--- config.mk ---
export PLATFORM = sky130hd
export DESIGN_NAME = lcd_video
export DESIGN_NICKNAME = d
export VERILOG_FILES = /design/src/hdl/lcd_pkg.sv /design/src/hdl/lcd_video.sv /design/src/hdl/pixel_out.sv /design/src/hdl/line_buffer.sv /design/src/hdl/bg_fetch.sv /design/src/hdl/scan_counter.sv
export SDC_FILE = /design/constraint.sdc
export NUM_CORES = 1
export LEC_CHECK = 0
export BUFFER_PORTS_ARGS = -buffer_cell sky130_fd_sc_hd__buf_2
export CAP_MARGIN = 30
export CORE_UTILIZATION = 40
export CTS_CLUSTER_SIZE = 16
export DETAILED_ROUTE_END_ITERATION = 16
export PLACE_DENSITY = 0.58
export SLEW_MARGIN = 20
export SYNTH_ARGS = -nofsm -noshare
export SYNTH_HDL_FRONTEND = slang
export SYNTH_SLANG_ARGS = --single-unit
export TNS_END_PERCENT = 1
--- constraint.sdc ---
create_clock -name clk_hdmi -period 4.37 [get_ports clk_hdmi]
set_input_delay 0.2185 -clock clk_hdmi [delete_from_list [all_inputs] [get_ports clk_hdmi]]
set_output_delay 0.2185 -clock clk_hdmi [all_outputs]
set_load 0.02 [all_outputs]
--- src/hdl/lcd_pkg.sv ---
// Shared types and constants for the LCD scan-line video block.
// Modules take these by a wildcard import of lcd_pkg in their header.

package lcd_pkg;

	// Screen geometry in source pixels
	localparam int LCD_W = 160;
	localparam int LCD_H = 144;
	localparam int TILES_PER_LINE = 20;
	localparam int NUM_LINE_BUFS = 2;

	// Shades 0 to 3, lightest first
	localparam logic [3:0][23:0] PALETTE = {
		24'h302020,
		24'h605050,
		24'h908080,
		24'hC0B0B0
	};
	localparam logic [23:0] COLOR_OFF = 24'h236467;

	localparam logic [1:0] MODE_HBLANK = 2'b00;
	localparam logic [1:0] MODE_VBLANK = 2'b01;
	localparam logic [1:0] MODE_FETCH = 2'b11;

	// lcdc bit 7 display on, bit 4 pattern area, bit 3 map area
	typedef struct packed {
		logic [7:0] lcdc;
		logic [7:0] scroll_y;
		logic [7:0] scroll_x;
	} lcd_ctrl_t;

	typedef struct packed {
		logic [7:0] row;
		logic [7:0] col;
		logic [1:0] row_rep;
		logic [1:0] col_rep;
		logic       disp_bank;
		logic       active;
	} scan_pos_t;

	// Background map entry, 0x1800 or 0x1C00 based
	typedef struct packed {
		logic [2:0] area;
		logic [4:0] tile_row;
		logic [4:0] tile_col;
	} map_addr_t;

	// Tile pattern byte, 16 bytes per tile
	typedef struct packed {
		logic       half;
		logic [7:0] tile_idx;
		logic [2:0] line;
		logic       plane;
	} pat_addr_t;

	typedef union packed {
		map_addr_t map;
		pat_addr_t pat;
	} vram_addr_u;

	typedef struct packed {
		logic [7:0] hi_plane;
		logic [7:0] lo_plane;
	} line_word_t;

endpackage
--- src/hdl/lcd_video.sv ---
// Top level of the scan-line LCD video block.
// Builds each background line from VRAM into a ping-pong buffer and streams
// it out scaled by SCALE; sync and de timing come from outside.
`timescale 1ns/1ns

module lcd_video
	import lcd_pkg::*;
#(
	parameter int SCALE = 3
) (
	input  logic        clk_hdmi,
	input  logic        rst,
	input  logic        de,
	input  logic        hsync,
	input  logic        vsync,
	input  lcd_ctrl_t   ctrl,
	output vram_addr_u  vram_addr,
	output logic        vram_rd,
	input  logic [7:0]  vram_data,
	output logic [23:0] rgb,
	output logic [1:0]  mode,
	output logic [7:0]  lcd_v
);

	scan_pos_t  pos;
	logic       fetch_req;
	logic [7:0] fetch_row;

	// Write side shared by all banks
	logic       wr_en;
	logic       wr_bank;
	logic [4:0] wr_idx;
	line_word_t wr_word;

	logic [4:0] rd_idx;
	line_word_t [NUM_LINE_BUFS-1:0] bank_words;

	scan_counter #(
		.SCALE(SCALE)
	) u_scan_counter (
		.clk_hdmi  (clk_hdmi),
		.rst       (rst),
		.de        (de),
		.hsync     (hsync),
		.vsync     (vsync),
		.pos       (pos),
		.fetch_req (fetch_req),
		.fetch_row (fetch_row),
		.lcd_v     (lcd_v)
	);

	bg_fetch u_bg_fetch (
		.clk_hdmi  (clk_hdmi),
		.rst       (rst),
		.ctrl      (ctrl),
		.pos       (pos),
		.fetch_req (fetch_req),
		.fetch_row (fetch_row),
		.vram_addr (vram_addr),
		.vram_rd   (vram_rd),
		.vram_data (vram_data),
		.wr_en     (wr_en),
		.wr_bank   (wr_bank),
		.wr_idx    (wr_idx),
		.wr_word   (wr_word),
		.mode      (mode)
	);

	for (genvar i = 0; i < NUM_LINE_BUFS; i++) begin : g_bank
		line_buffer #(
			.BANK_ID(i)
		) u_line_buffer (
			.clk_hdmi (clk_hdmi),
			.wr_en    (wr_en),
			.wr_bank  (wr_bank),
			.wr_idx   (wr_idx),
			.wr_word  (wr_word),
			.rd_idx   (rd_idx),
			.rd_word  (bank_words[i])
		);
	end

	pixel_out u_pixel_out (
		.clk_hdmi   (clk_hdmi),
		.rst        (rst),
		.ctrl       (ctrl),
		.pos        (pos),
		.de         (de),
		.bank_words (bank_words),
		.rd_idx     (rd_idx),
		.rgb        (rgb)
	);

endmodule

--- src/hdl/pixel_out.sv ---
// Output stage: picks the shown bank, decodes the shade and maps it to RGB.
// The pixel of a de cycle leaves on the following cycle.
`timescale 1ns/1ns

module pixel_out
	import lcd_pkg::*;
(
	input  logic                            clk_hdmi,
	input  logic                            rst,
	input  lcd_ctrl_t                       ctrl,
	input  scan_pos_t                       pos,
	input  logic                            de,
	input  line_word_t [NUM_LINE_BUFS-1:0]  bank_words,
	output logic [4:0]                      rd_idx,
	output logic [23:0]                     rgb
);

	line_word_t  word;
	logic [2:0]  px;
	logic [1:0]  shade;
	logic [23:0] rgb_next;

	assign rd_idx = pos.col[7:3];
	assign word = bank_words[pos.disp_bank];

	// Bit 7 is the leftmost pixel of a tile
	assign px = 3'd7 - pos.col[2:0];
	assign shade = {word.hi_plane[px], word.lo_plane[px]};

	always_comb begin
		if (!de)
			rgb_next = '0;
		else if (pos.row >= 8'(LCD_H) || pos.col >= 8'(LCD_W))
			rgb_next = COLOR_OFF;
		else if (!ctrl.lcdc[7])
			rgb_next = PALETTE[0];
		else
			rgb_next = PALETTE[shade];
	end

	always_ff @(posedge clk_hdmi or posedge rst) begin
		if (rst)
			rgb <= '0;
		else
			rgb <= rgb_next;
	end

endmodule

--- src/hdl/line_buffer.sv ---
// One bank of the ping-pong line buffer, a tile-row word per tile.
// Instantiated once per bank; only writes tagged with its own bank land here.
`timescale 1ns/1ns

module line_buffer
	import lcd_pkg::*;
#(
	parameter int BANK_ID = 0
) (
	input  logic       clk_hdmi,
	input  logic       wr_en,
	input  logic       wr_bank,
	input  logic [4:0] wr_idx,
	input  line_word_t wr_word,
	input  logic [4:0] rd_idx,
	output line_word_t rd_word
);

	line_word_t mem [TILES_PER_LINE];

	always_ff @(posedge clk_hdmi) begin
		if (wr_en && wr_bank == 1'(BANK_ID) && wr_idx < 5'(TILES_PER_LINE))
			mem[wr_idx] <= wr_word;
	end

	// Column 160 points one past the last tile
	assign rd_word = (rd_idx < 5'(TILES_PER_LINE)) ? mem[rd_idx] : '0;

endmodule

--- src/hdl/bg_fetch.sv ---
// Background tile fetcher.
// On each fetch request it reads map entry, low and high pattern bytes for
// all 20 tiles of a line and writes them into the back line buffer.
`timescale 1ns/1ns

module bg_fetch
	import lcd_pkg::*;
(
	input  logic       clk_hdmi,
	input  logic       rst,
	input  lcd_ctrl_t  ctrl,
	input  scan_pos_t  pos,
	input  logic       fetch_req,
	input  logic [7:0] fetch_row,
	output vram_addr_u vram_addr,
	output logic       vram_rd,
	input  logic [7:0] vram_data,
	output logic       wr_en,
	output logic       wr_bank,
	output logic [4:0] wr_idx,
	output line_word_t wr_word,
	output logic [1:0] mode
);

	// Six cycles per tile, VRAM data arrives one cycle after the address
	typedef enum logic [2:0] {
		S_IDLE,
		S_MAP,
		S_IDX,
		S_LO,
		S_HI,
		S_HID,
		S_WR
	} fetch_state_t;

	fetch_state_t state;
	logic [4:0] tile;
	logic       bank_q;
	logic [7:0] row_q;
	logic [7:0] tile_idx;
	logic [7:0] lo_q;
	logic [7:0] hi_q;
	logic [7:0] y_sum;
	logic       start;

	// Rows past the visible area are not worth fetching
	assign start = fetch_req && ctrl.lcdc[7] && (fetch_row < 8'(LCD_H));
	assign y_sum = row_q + ctrl.scroll_y;

	always_ff @(posedge clk_hdmi or posedge rst) begin
		if (rst) begin
			state <= S_IDLE;
			tile <= '0;
			bank_q <= 1'b0;
		end else begin
			case (state)
				S_IDLE: begin
					if (start) begin
						state <= S_MAP;
						tile <= '0;
						bank_q <= ~pos.disp_bank;
					end
				end
				S_MAP: state <= S_IDX;
				S_IDX: state <= S_LO;
				S_LO: state <= S_HI;
				S_HI: state <= S_HID;
				S_HID: state <= S_WR;
				S_WR: begin
					if (tile == 5'(TILES_PER_LINE - 1)) begin
						state <= S_IDLE;
					end else begin
						tile <= tile + 5'd1;
						state <= S_MAP;
					end
				end
				default: state <= S_IDLE;
			endcase
		end
	end

	always_ff @(posedge clk_hdmi) begin
		if (state == S_IDLE && start)
			row_q <= fetch_row;
		if (state == S_IDX)
			tile_idx <= vram_data;
		if (state == S_HI)
			lo_q <= vram_data;
		if (state == S_HID)
			hi_q <= vram_data;
	end

	always_comb begin
		vram_addr = '0;
		vram_rd = 1'b0;
		case (state)
			S_MAP: begin
				vram_addr.map.area = ctrl.lcdc[3] ? 3'd7 : 3'd6;
				vram_addr.map.tile_row = y_sum[7:3];
				// Wraps around the 32-tile map width
				vram_addr.map.tile_col = ctrl.scroll_x[7:3] + tile;
				vram_rd = 1'b1;
			end
			S_LO, S_HI: begin
				vram_addr.pat.half = ~ctrl.lcdc[4];
				vram_addr.pat.tile_idx = tile_idx;
				vram_addr.pat.line = y_sum[2:0];
				vram_addr.pat.plane = (state == S_HI);
				vram_rd = 1'b1;
			end
			default: begin
				vram_rd = 1'b0;
			end
		endcase
	end

	assign wr_en = (state == S_WR);
	assign wr_bank = bank_q;
	assign wr_idx = tile;
	assign wr_word = '{hi_plane: hi_q, lo_plane: lo_q};

	// pos.active is already low while vsync is low
	always_comb begin
		if (!ctrl.lcdc[7] || !pos.active)
			mode = MODE_VBLANK;
		else if (state != S_IDLE)
			mode = MODE_FETCH;
		else
			mode = MODE_HBLANK;
	end

endmodule

--- src/hdl/scan_counter.sv ---
// Beam position tracker for the scaled LCD picture.
// Follows de, hsync and vsync and asks bg_fetch for the next line in time.
`timescale 1ns/1ns

module scan_counter
	import lcd_pkg::*;
#(
	parameter int SCALE = 3
) (
	input  logic       clk_hdmi,
	input  logic       rst,
	input  logic       de,
	input  logic       hsync,
	input  logic       vsync,
	output scan_pos_t  pos,
	output logic       fetch_req,
	output logic [7:0] fetch_row,
	output logic [7:0] lcd_v
);

	localparam logic [1:0] REP_LAST = 2'(SCALE - 1);
	localparam logic [7:0] COL_LAST = 8'(LCD_W - 1);
	localparam logic [7:0] ROW_HOLD = 8'd153;

	logic [7:0] row;
	logic [7:0] col;
	logic [1:0] row_rep;
	logic [1:0] col_rep;
	logic       disp_bank;
	logic       vsync_q;
	logic       line_end;

	assign line_end = vsync && hsync && de && col == COL_LAST &&
		col_rep == REP_LAST && row_rep == REP_LAST;

	always_ff @(posedge clk_hdmi or posedge rst) begin
		if (rst) begin
			row <= '0;
			col <= '0;
			row_rep <= '0;
			col_rep <= '0;
		end else if (!vsync) begin
			row <= '0;
			col <= '0;
			row_rep <= '0;
			col_rep <= '0;
		end else if (!hsync) begin
			col <= '0;
			col_rep <= '0;
		end else if (de) begin
			if (col_rep == REP_LAST) begin
				col_rep <= '0;
				// Sits at 160 until hsync clears it
				if (col != 8'(LCD_W))
					col <= col + 8'd1;
				if (col == COL_LAST) begin
					if (row_rep == REP_LAST) begin
						row_rep <= '0;
						if (row != ROW_HOLD)
							row <= row + 8'd1;
					end else begin
						row_rep <= row_rep + 2'd1;
					end
				end
			end else begin
				col_rep <= col_rep + 2'd1;
			end
		end
	end

	always_ff @(posedge clk_hdmi or posedge rst) begin
		if (rst) begin
			vsync_q <= 1'b1;
			disp_bank <= 1'b0;
			fetch_req <= 1'b0;
			fetch_row <= '0;
		end else begin
			vsync_q <= vsync;
			fetch_req <= 1'b0;
			if (vsync_q && !vsync) begin
				fetch_req <= 1'b1;
				fetch_row <= '0;
			end else if (!vsync_q && vsync) begin
				// Line 0 goes on screen, line 1 is built behind it
				disp_bank <= ~disp_bank;
				fetch_req <= 1'b1;
				fetch_row <= 8'd1;
			end else if (line_end) begin
				disp_bank <= ~disp_bank;
				fetch_req <= 1'b1;
				fetch_row <= row + 8'd2;
			end
		end
	end

	assign pos = '{
		row: row,
		col: col,
		row_rep: row_rep,
		col_rep: col_rep,
		disp_bank: disp_bank,
		active: vsync && (row < 8'(LCD_H))
	};
	assign lcd_v = row;

endmodule

Word level (Yosys, flattened, before mapping)
Memories as Yosys holds them, arrays and structs flattened.
Index checks and enable logic that the tools add are counted.

operators by class
  bitwise logic cells = 4
  multiplexer cells = 58
  order comparisons = 9
  reductions and logical operators = 34
  add/sub/neg operators = 9
  equality and inequality tests = 23

operators with widths
  cell                   count
  $mux W8                15
  $mux W24               4
  $mux W16               4
  $bmux W24 S2           1
  $pmux W13 S2           1
  $mux W2                12
  $pmux W3 S7            1
  $add A8 B1 Y8 const B  2
  $ge A8 B8 Y1 const B   2
  $lt A8 B8 Y1 const B   2
  $ne A8 B8 Y1 const B   2
  $logic_and A1 B1 Y1    15
  $mux W1                14
  $lt A5 B5 Y1 const B   2
  $mux W5                2
  $ne A2 B1 Y1 const B   5
  $pmux W5 S2            1
  $eq A3 B3 Y1 const B   3
  $add A8 B2 Y8 const B  1
  $add A8 B8 Y8          1
  $eq A8 B8 Y1 const B   1
  $bmux W1 S3            2
  $eq A3 B2 Y1 const B   2
  $ne A2 B2 Y1 const B   3
  25 further kinds       39

storage, ports and cells
  output and inout bits = 48
  flip-flop bits (word level) = 96
  input port bits = 37
  memories kept = 2
  bits in writable memories = 640
  logic and storage cells = 155

memories
  name                         words  bits a word  rd ports  clocked after Yosys merged registers in  write ports  line               text
  g_bank[0].u_line_buffer.mem  20     16           1         0                                        1            line_buffer.sv:19  line_word_t mem [TILES_PER_LINE];
  g_bank[1].u_line_buffer.mem  20     16           1         0                                        1            line_buffer.sv:19

Depth between registers and ports, before layout
  depth in word-level cells = 11
  gate-level depth with buffers = 17
  depth with buffers taken out = 12

Cells and area by module
A second synthesis with hierarchy kept.

second synthesis, totals
  cells, all modules = 1565
  area total of the unflattened synthesis = 29230.5 um2

by module, submodules not included
  module                                 cells each  area an instance (um2)  times used  sequential area each (um2)
  line_buffer (g_bank[0].u_line_buffer)  574         12340.6                 1           9609.2
  line_buffer (g_bank[1].u_line_buffer)  574         12334.3                 1           9609.2
  bg_fetch                               164         2004.4                  1           1186.1
  scan_counter                           189         1826.8                  1           777.0
  pixel_out                              64          724.4                   1           175.2

Least setup slack after synthesis
No wires, ideal clock.

  kind = flip-flop to flip-flop
  from = register u_scan_counter.col[3]
  to = register u_pixel_out.rgb[13]
  library setup time = 0.124 ns
  arrival = 2.947 ns
  path slack = 1.300 ns
  data required time = 4.246 ns
  cell stages (with the launch flop) = 14
  clock period less this slack = 3.070 ns
  buffers on the path = 2
  cells stage by stage = dfrtp_1 > buf_6 > buf_12 > mux2i_1 > o32ai_1 > or4_1 > o211ai_2 > o311ai_1 > or4_4 > a211oi_2 > a211oi_2 > nand2_1 > ha_1 > o31a_1

on the way
  longest elaborated chain between the ends = 11
  elaborated cells on any way between the ends = 18
  those cells by class = 2 x order compare; 13 x mux; 1 x reduce/logical; 2 x memory

ends and longest elaborated chain
  element                                                 line                text
  from (decl)                                             scan_counter.sv:26  logic [7:0] col;
  from (signal assigned)                                  scan_counter.sv:55  col <= col + 8'd1;
  $mem_v2 Z20 W16 / $lt A5 B5 Y1 (equally long branches)  -
  $mux W16                                                line_buffer.sv:27   assign rd_word = (rd_idx < 5'(TILES_PER_LINE)) ? mem[rd_idx] : '0;
  $mux W16 (implied by the code) (2 in series)            pixel_out.sv:24     assign word = bank_words[pos.disp_bank];
  $bmux W1 S3                                             pixel_out.sv:28     assign shade = {word.hi_plane[px], word.lo_plane[px]};
  $mux W1 (implied by the code)                           pixel_out.sv:28
  $bmux W24 S2                                            pixel_out.sv:38     rgb_next = PALETTE[shade];
  $mux W24 (implied by the code)                          pixel_out.sv:38
  $mux W24                                                pixel_out.sv:35     else if (!ctrl.lcdc[7])
  $mux W24 *                                              pixel_out.sv:33     else if (pos.row >= 8'(LCD_H) || pos.col >= 8'(LCD_W))
  $mux W24 *                                              pixel_out.sv:31     if (!de)
  named net u_pixel_out.rgb_next[13]                      pixel_out.sv:21     logic [23:0] rgb_next;
  to (signal assigned)                                    pixel_out.sv:45     rgb <= rgb_next;
  to (decl)                                               pixel_out.sv:15     output logic [23:0] rgb

Mark *: on every way through the listed nets, which the timed path passes. The rest lies on a longest branch. The select of a mux whose other input is x is not followed.
A chain may end at the register's enable or synchronous reset.

Worst setup path after layout
Ends and elaborated chain as after synthesis.

==> flow_summary.json <==
{
  "status": "complete, no violations",
  "first_pass_iters": 5,
  "synth_top_area_cell": "edfxtp_1",
  "coreArea_sq_um": 71610,
  "vias": 15280,
  "totalWireLength_um": 69900,
  "cts-root-buf": "clkbuf_16",
  "final_antenna_net_count": 0,
  "synth_enable_flop_cells": 672,
  "netlist_area_sq_um": 29050,
  "finalMaxSlewViolations": 0,
  "power.density_nw_per_um2": 462.4,
  "syn_inst": 1604,
  "cp-start-kind": "flop",
  "path_class": "reg -> reg",
  "ys_types": 71,
  "synth.top_cell.area_share": 0.6948,
  "gp_congestion": 0.8844,
  "grt_util_all_layers": 0.1909,
  "rows": 98,
  "cp_max_fo": 23,
  "numClockSinks": 719,
  "cp.arrival_ns": 4.58,
  "rsz0062_at_grt": "false",
  "async_flop_share": 0.06537,
  "timing.setup.tns_ns": 0,
  "grt_pass1_wl_um": 102500,
  "final_core_util": 0.4643,
  "post-route-min-period_ns": 4.101,
  "clk_pin_slew_ns": 0.06,
  "hold_class": "in -> reg",
  "portBuffers": 70,
  "cts-buffers-inserted": 74,
  "yosys_warnings": 0,
  "clockBufferDepth": 3,
  "die_w_um": 271.5,
  "synth_commonest_cells": "edfxtp_1 (672), mux4_2 (118), nor2_1 (107), mux2i_1 (100), nand2_1 (74)",
  "yosysSeqAreaShare": 0.7353,
  "synth-main-ff-cell": "edfxtp_1",
  "finalSetupViolCount": 0,
  "ios": 85,
  "clock_latency_ns": 0.60,
  "dp_hpwl_um": 43690,
  "htreeDepth": 3,
  "cp-end-kind": "flop",
  "final.period_utilization": 0.9385,
  "synth.most_common_cell": "edfxtp_1",
  "drv_cap": 0,
  "drive_gt1_frac": 0.2311,
  "clock.fmax_mhz": 243.8,
  "skew_ns": 0.01745,
  "die_h_um": 271.5,
  "cts_setup_buffers": 0,
  "crit_required_ns": 4.85,
  "drc": 0,
  "grt_pass1_vias": 15140,
  "synth-seq-cells": 719,
  "synth.avg_cell_area_sq_um": 18.11,
  "nNetsFinal": 1832,
  "tightestPinTransition_ns": 0.9000,
  "yosys-top-cells-area": "edfxtp_1 (69%), mux4_2 (9.1%), dfrtp_1 (4.0%)",
  "timing_hold_violations_final": 0,
  "diodes": 0,
  "power.leakage_nw": 10.80,
  "total_power_mw": 15.37,
  "grt-ovfl-total": 0,
  "wl_per_cell_um": 25.21,
  "syn2layout_area_growth_pct": 14.47,
  "relSlewSlack": 0.4000,
  "grt_antenna_before_repair": 1,
  "initial_utilization": 0.4056,
  "ir_worst_vdd_mv": 0.3018,
  "cts_tree": "yes",
  "viasPerCell": 5.513,
  "drt-initial-drc-count": 1505,
  "grt_max_degree": 42,
  "dieArea_sq_um": 73700
}
## sequential cells by signal (all words and copies together) (netlist names), 8 cells and up
| signal | count |
|---|---|
| g_bank.u_line_buffer.mem | 640 |
| u_scan_counter.lcd_v | 8 |
| u_scan_counter.col | 8 |
| u_bg_fetch.hi_q | 8 |
| u_bg_fetch.row_q | 8 |
| u_bg_fetch.tile_idx | 8 |
| u_scan_counter.fetch_row | 8 |
| u_bg_fetch.lo_q | 8 |
## area by class of cell
| cell class | count | area, sq um |
|---|---|---|
| Clock buffer | 98 | 2006 |
| Clock inverter | 30 | 231.5 |
| Fill cell | 6120 | 38360 |
| Inverter | 18 | 67.56 |
| Multi-Input combinational cell | 760 | 6955 |
| Sequential cell | 719 | 21360 |
| Tap cell | 950 | 1189 |
| Timing Repair Buffer | 197 | 1434 |
## worst max-delay path: stages, from the launching register on
cell and delay, ns:
dfrtp_4 0.57, buf_12 0.27, buf_4 0.39, mux4_2 0.57
mux2i_1 0.31, a311oi_1 0.26, a311oi_1 0.32, o21ai_1 0.12
o22ai_2 0.36, buf_4 0.19, nor2b_1 0.05, ha_1 0.27
o31a_1 0.28
## worst paths after layout
check,start,to,slack [ns],cells after the start
worst max-delay path,u_scan_counter.col[3],u_pixel_out.rgb[13],0.27,12
worst min-delay path,hsync,u_scan_counter.row_rep[1],0.12,4
worst max register to register,u_scan_counter.col[3],u_pixel_out.rgb[13],0.27,12
worst min register to register,u_scan_counter.fetch_row[1],u_bg_fetch.row_q[1],0.47,0
max in group asynchronous,rst,u_scan_counter.vsync_q,3.65,4
min in group asynchronous,rst,u_scan_counter.lcd_v[5],0.15,3
## where the power goes
group	internal (mW)	leakage (nW)	total [mW]	switching, mW
combinational	0.431	3.03	1.47	1.04
clock	3.40	1.10	5.89	2.49
sequential	7.85	6.67	8.02	0.168
## repair_timing
action	in CTS	in global routing
hold buffers	12	0
endpoints found under the setup margin	0	1
endpoints found under the hold margin	79	0
gates resized for setup	0	1
## logic make-up (layout without fill, tap and decap cells)
family	after synthesis	after routing	synth area share
muxes	224	224	0.1293
adders and majority gates	25	25	0.01129
buffers and inverters	130	343	0.02628
and+or+nand+nor	268	268	0.04144
DFF	719	719	0.7353
other	1	6	0.0001291
AOI/OAI and AO/OA	204	204	0.04631
xor gates and xnor gates	33	33	0.009951
## metrics by stage
| stage | hold slack, ns | worst slack [ns] | area (sq um) | instances |
|---|---|---|---|---|
| after floorplan | 0.2230 | 1.300 | 29060 | 1609 |
| final | 0.1152 | 0.2688 | 33250 | 2772 |
| after CTS | 0.09342 | 0.1014 | 33240 | 2772 |
| after global routing | 0.1864 | 0.1572 | 33250 | 2772 |
| after global placement | 0.3977 | 0.06643 | 30860 | 2631 |
| after detailed placement | 0.2370 | 0.1260 | 30880 | 2632 |
## metal layers
metal	global-route usage	share of wire
met1	0.2748	0.43
met2	0.2983	0.47
met3	0.03149	0.076
met4	0.05795	0.022
met5	0	0
## cells in the final DEF, fill, tap and decap left out, drive strengths merged, types with 19 or more instances in the layout
cell and instances:
nand2 74, buf 185, dfrtp 46, nand3 23, clkinv 24, edfxtp 672, o21ai 53, inv 19
ha 23, nor2 107, a21oi 50, mux2i 100, clkbuf 98, mux4 120
Note: power is estimated with default switching activity, not from simulation.
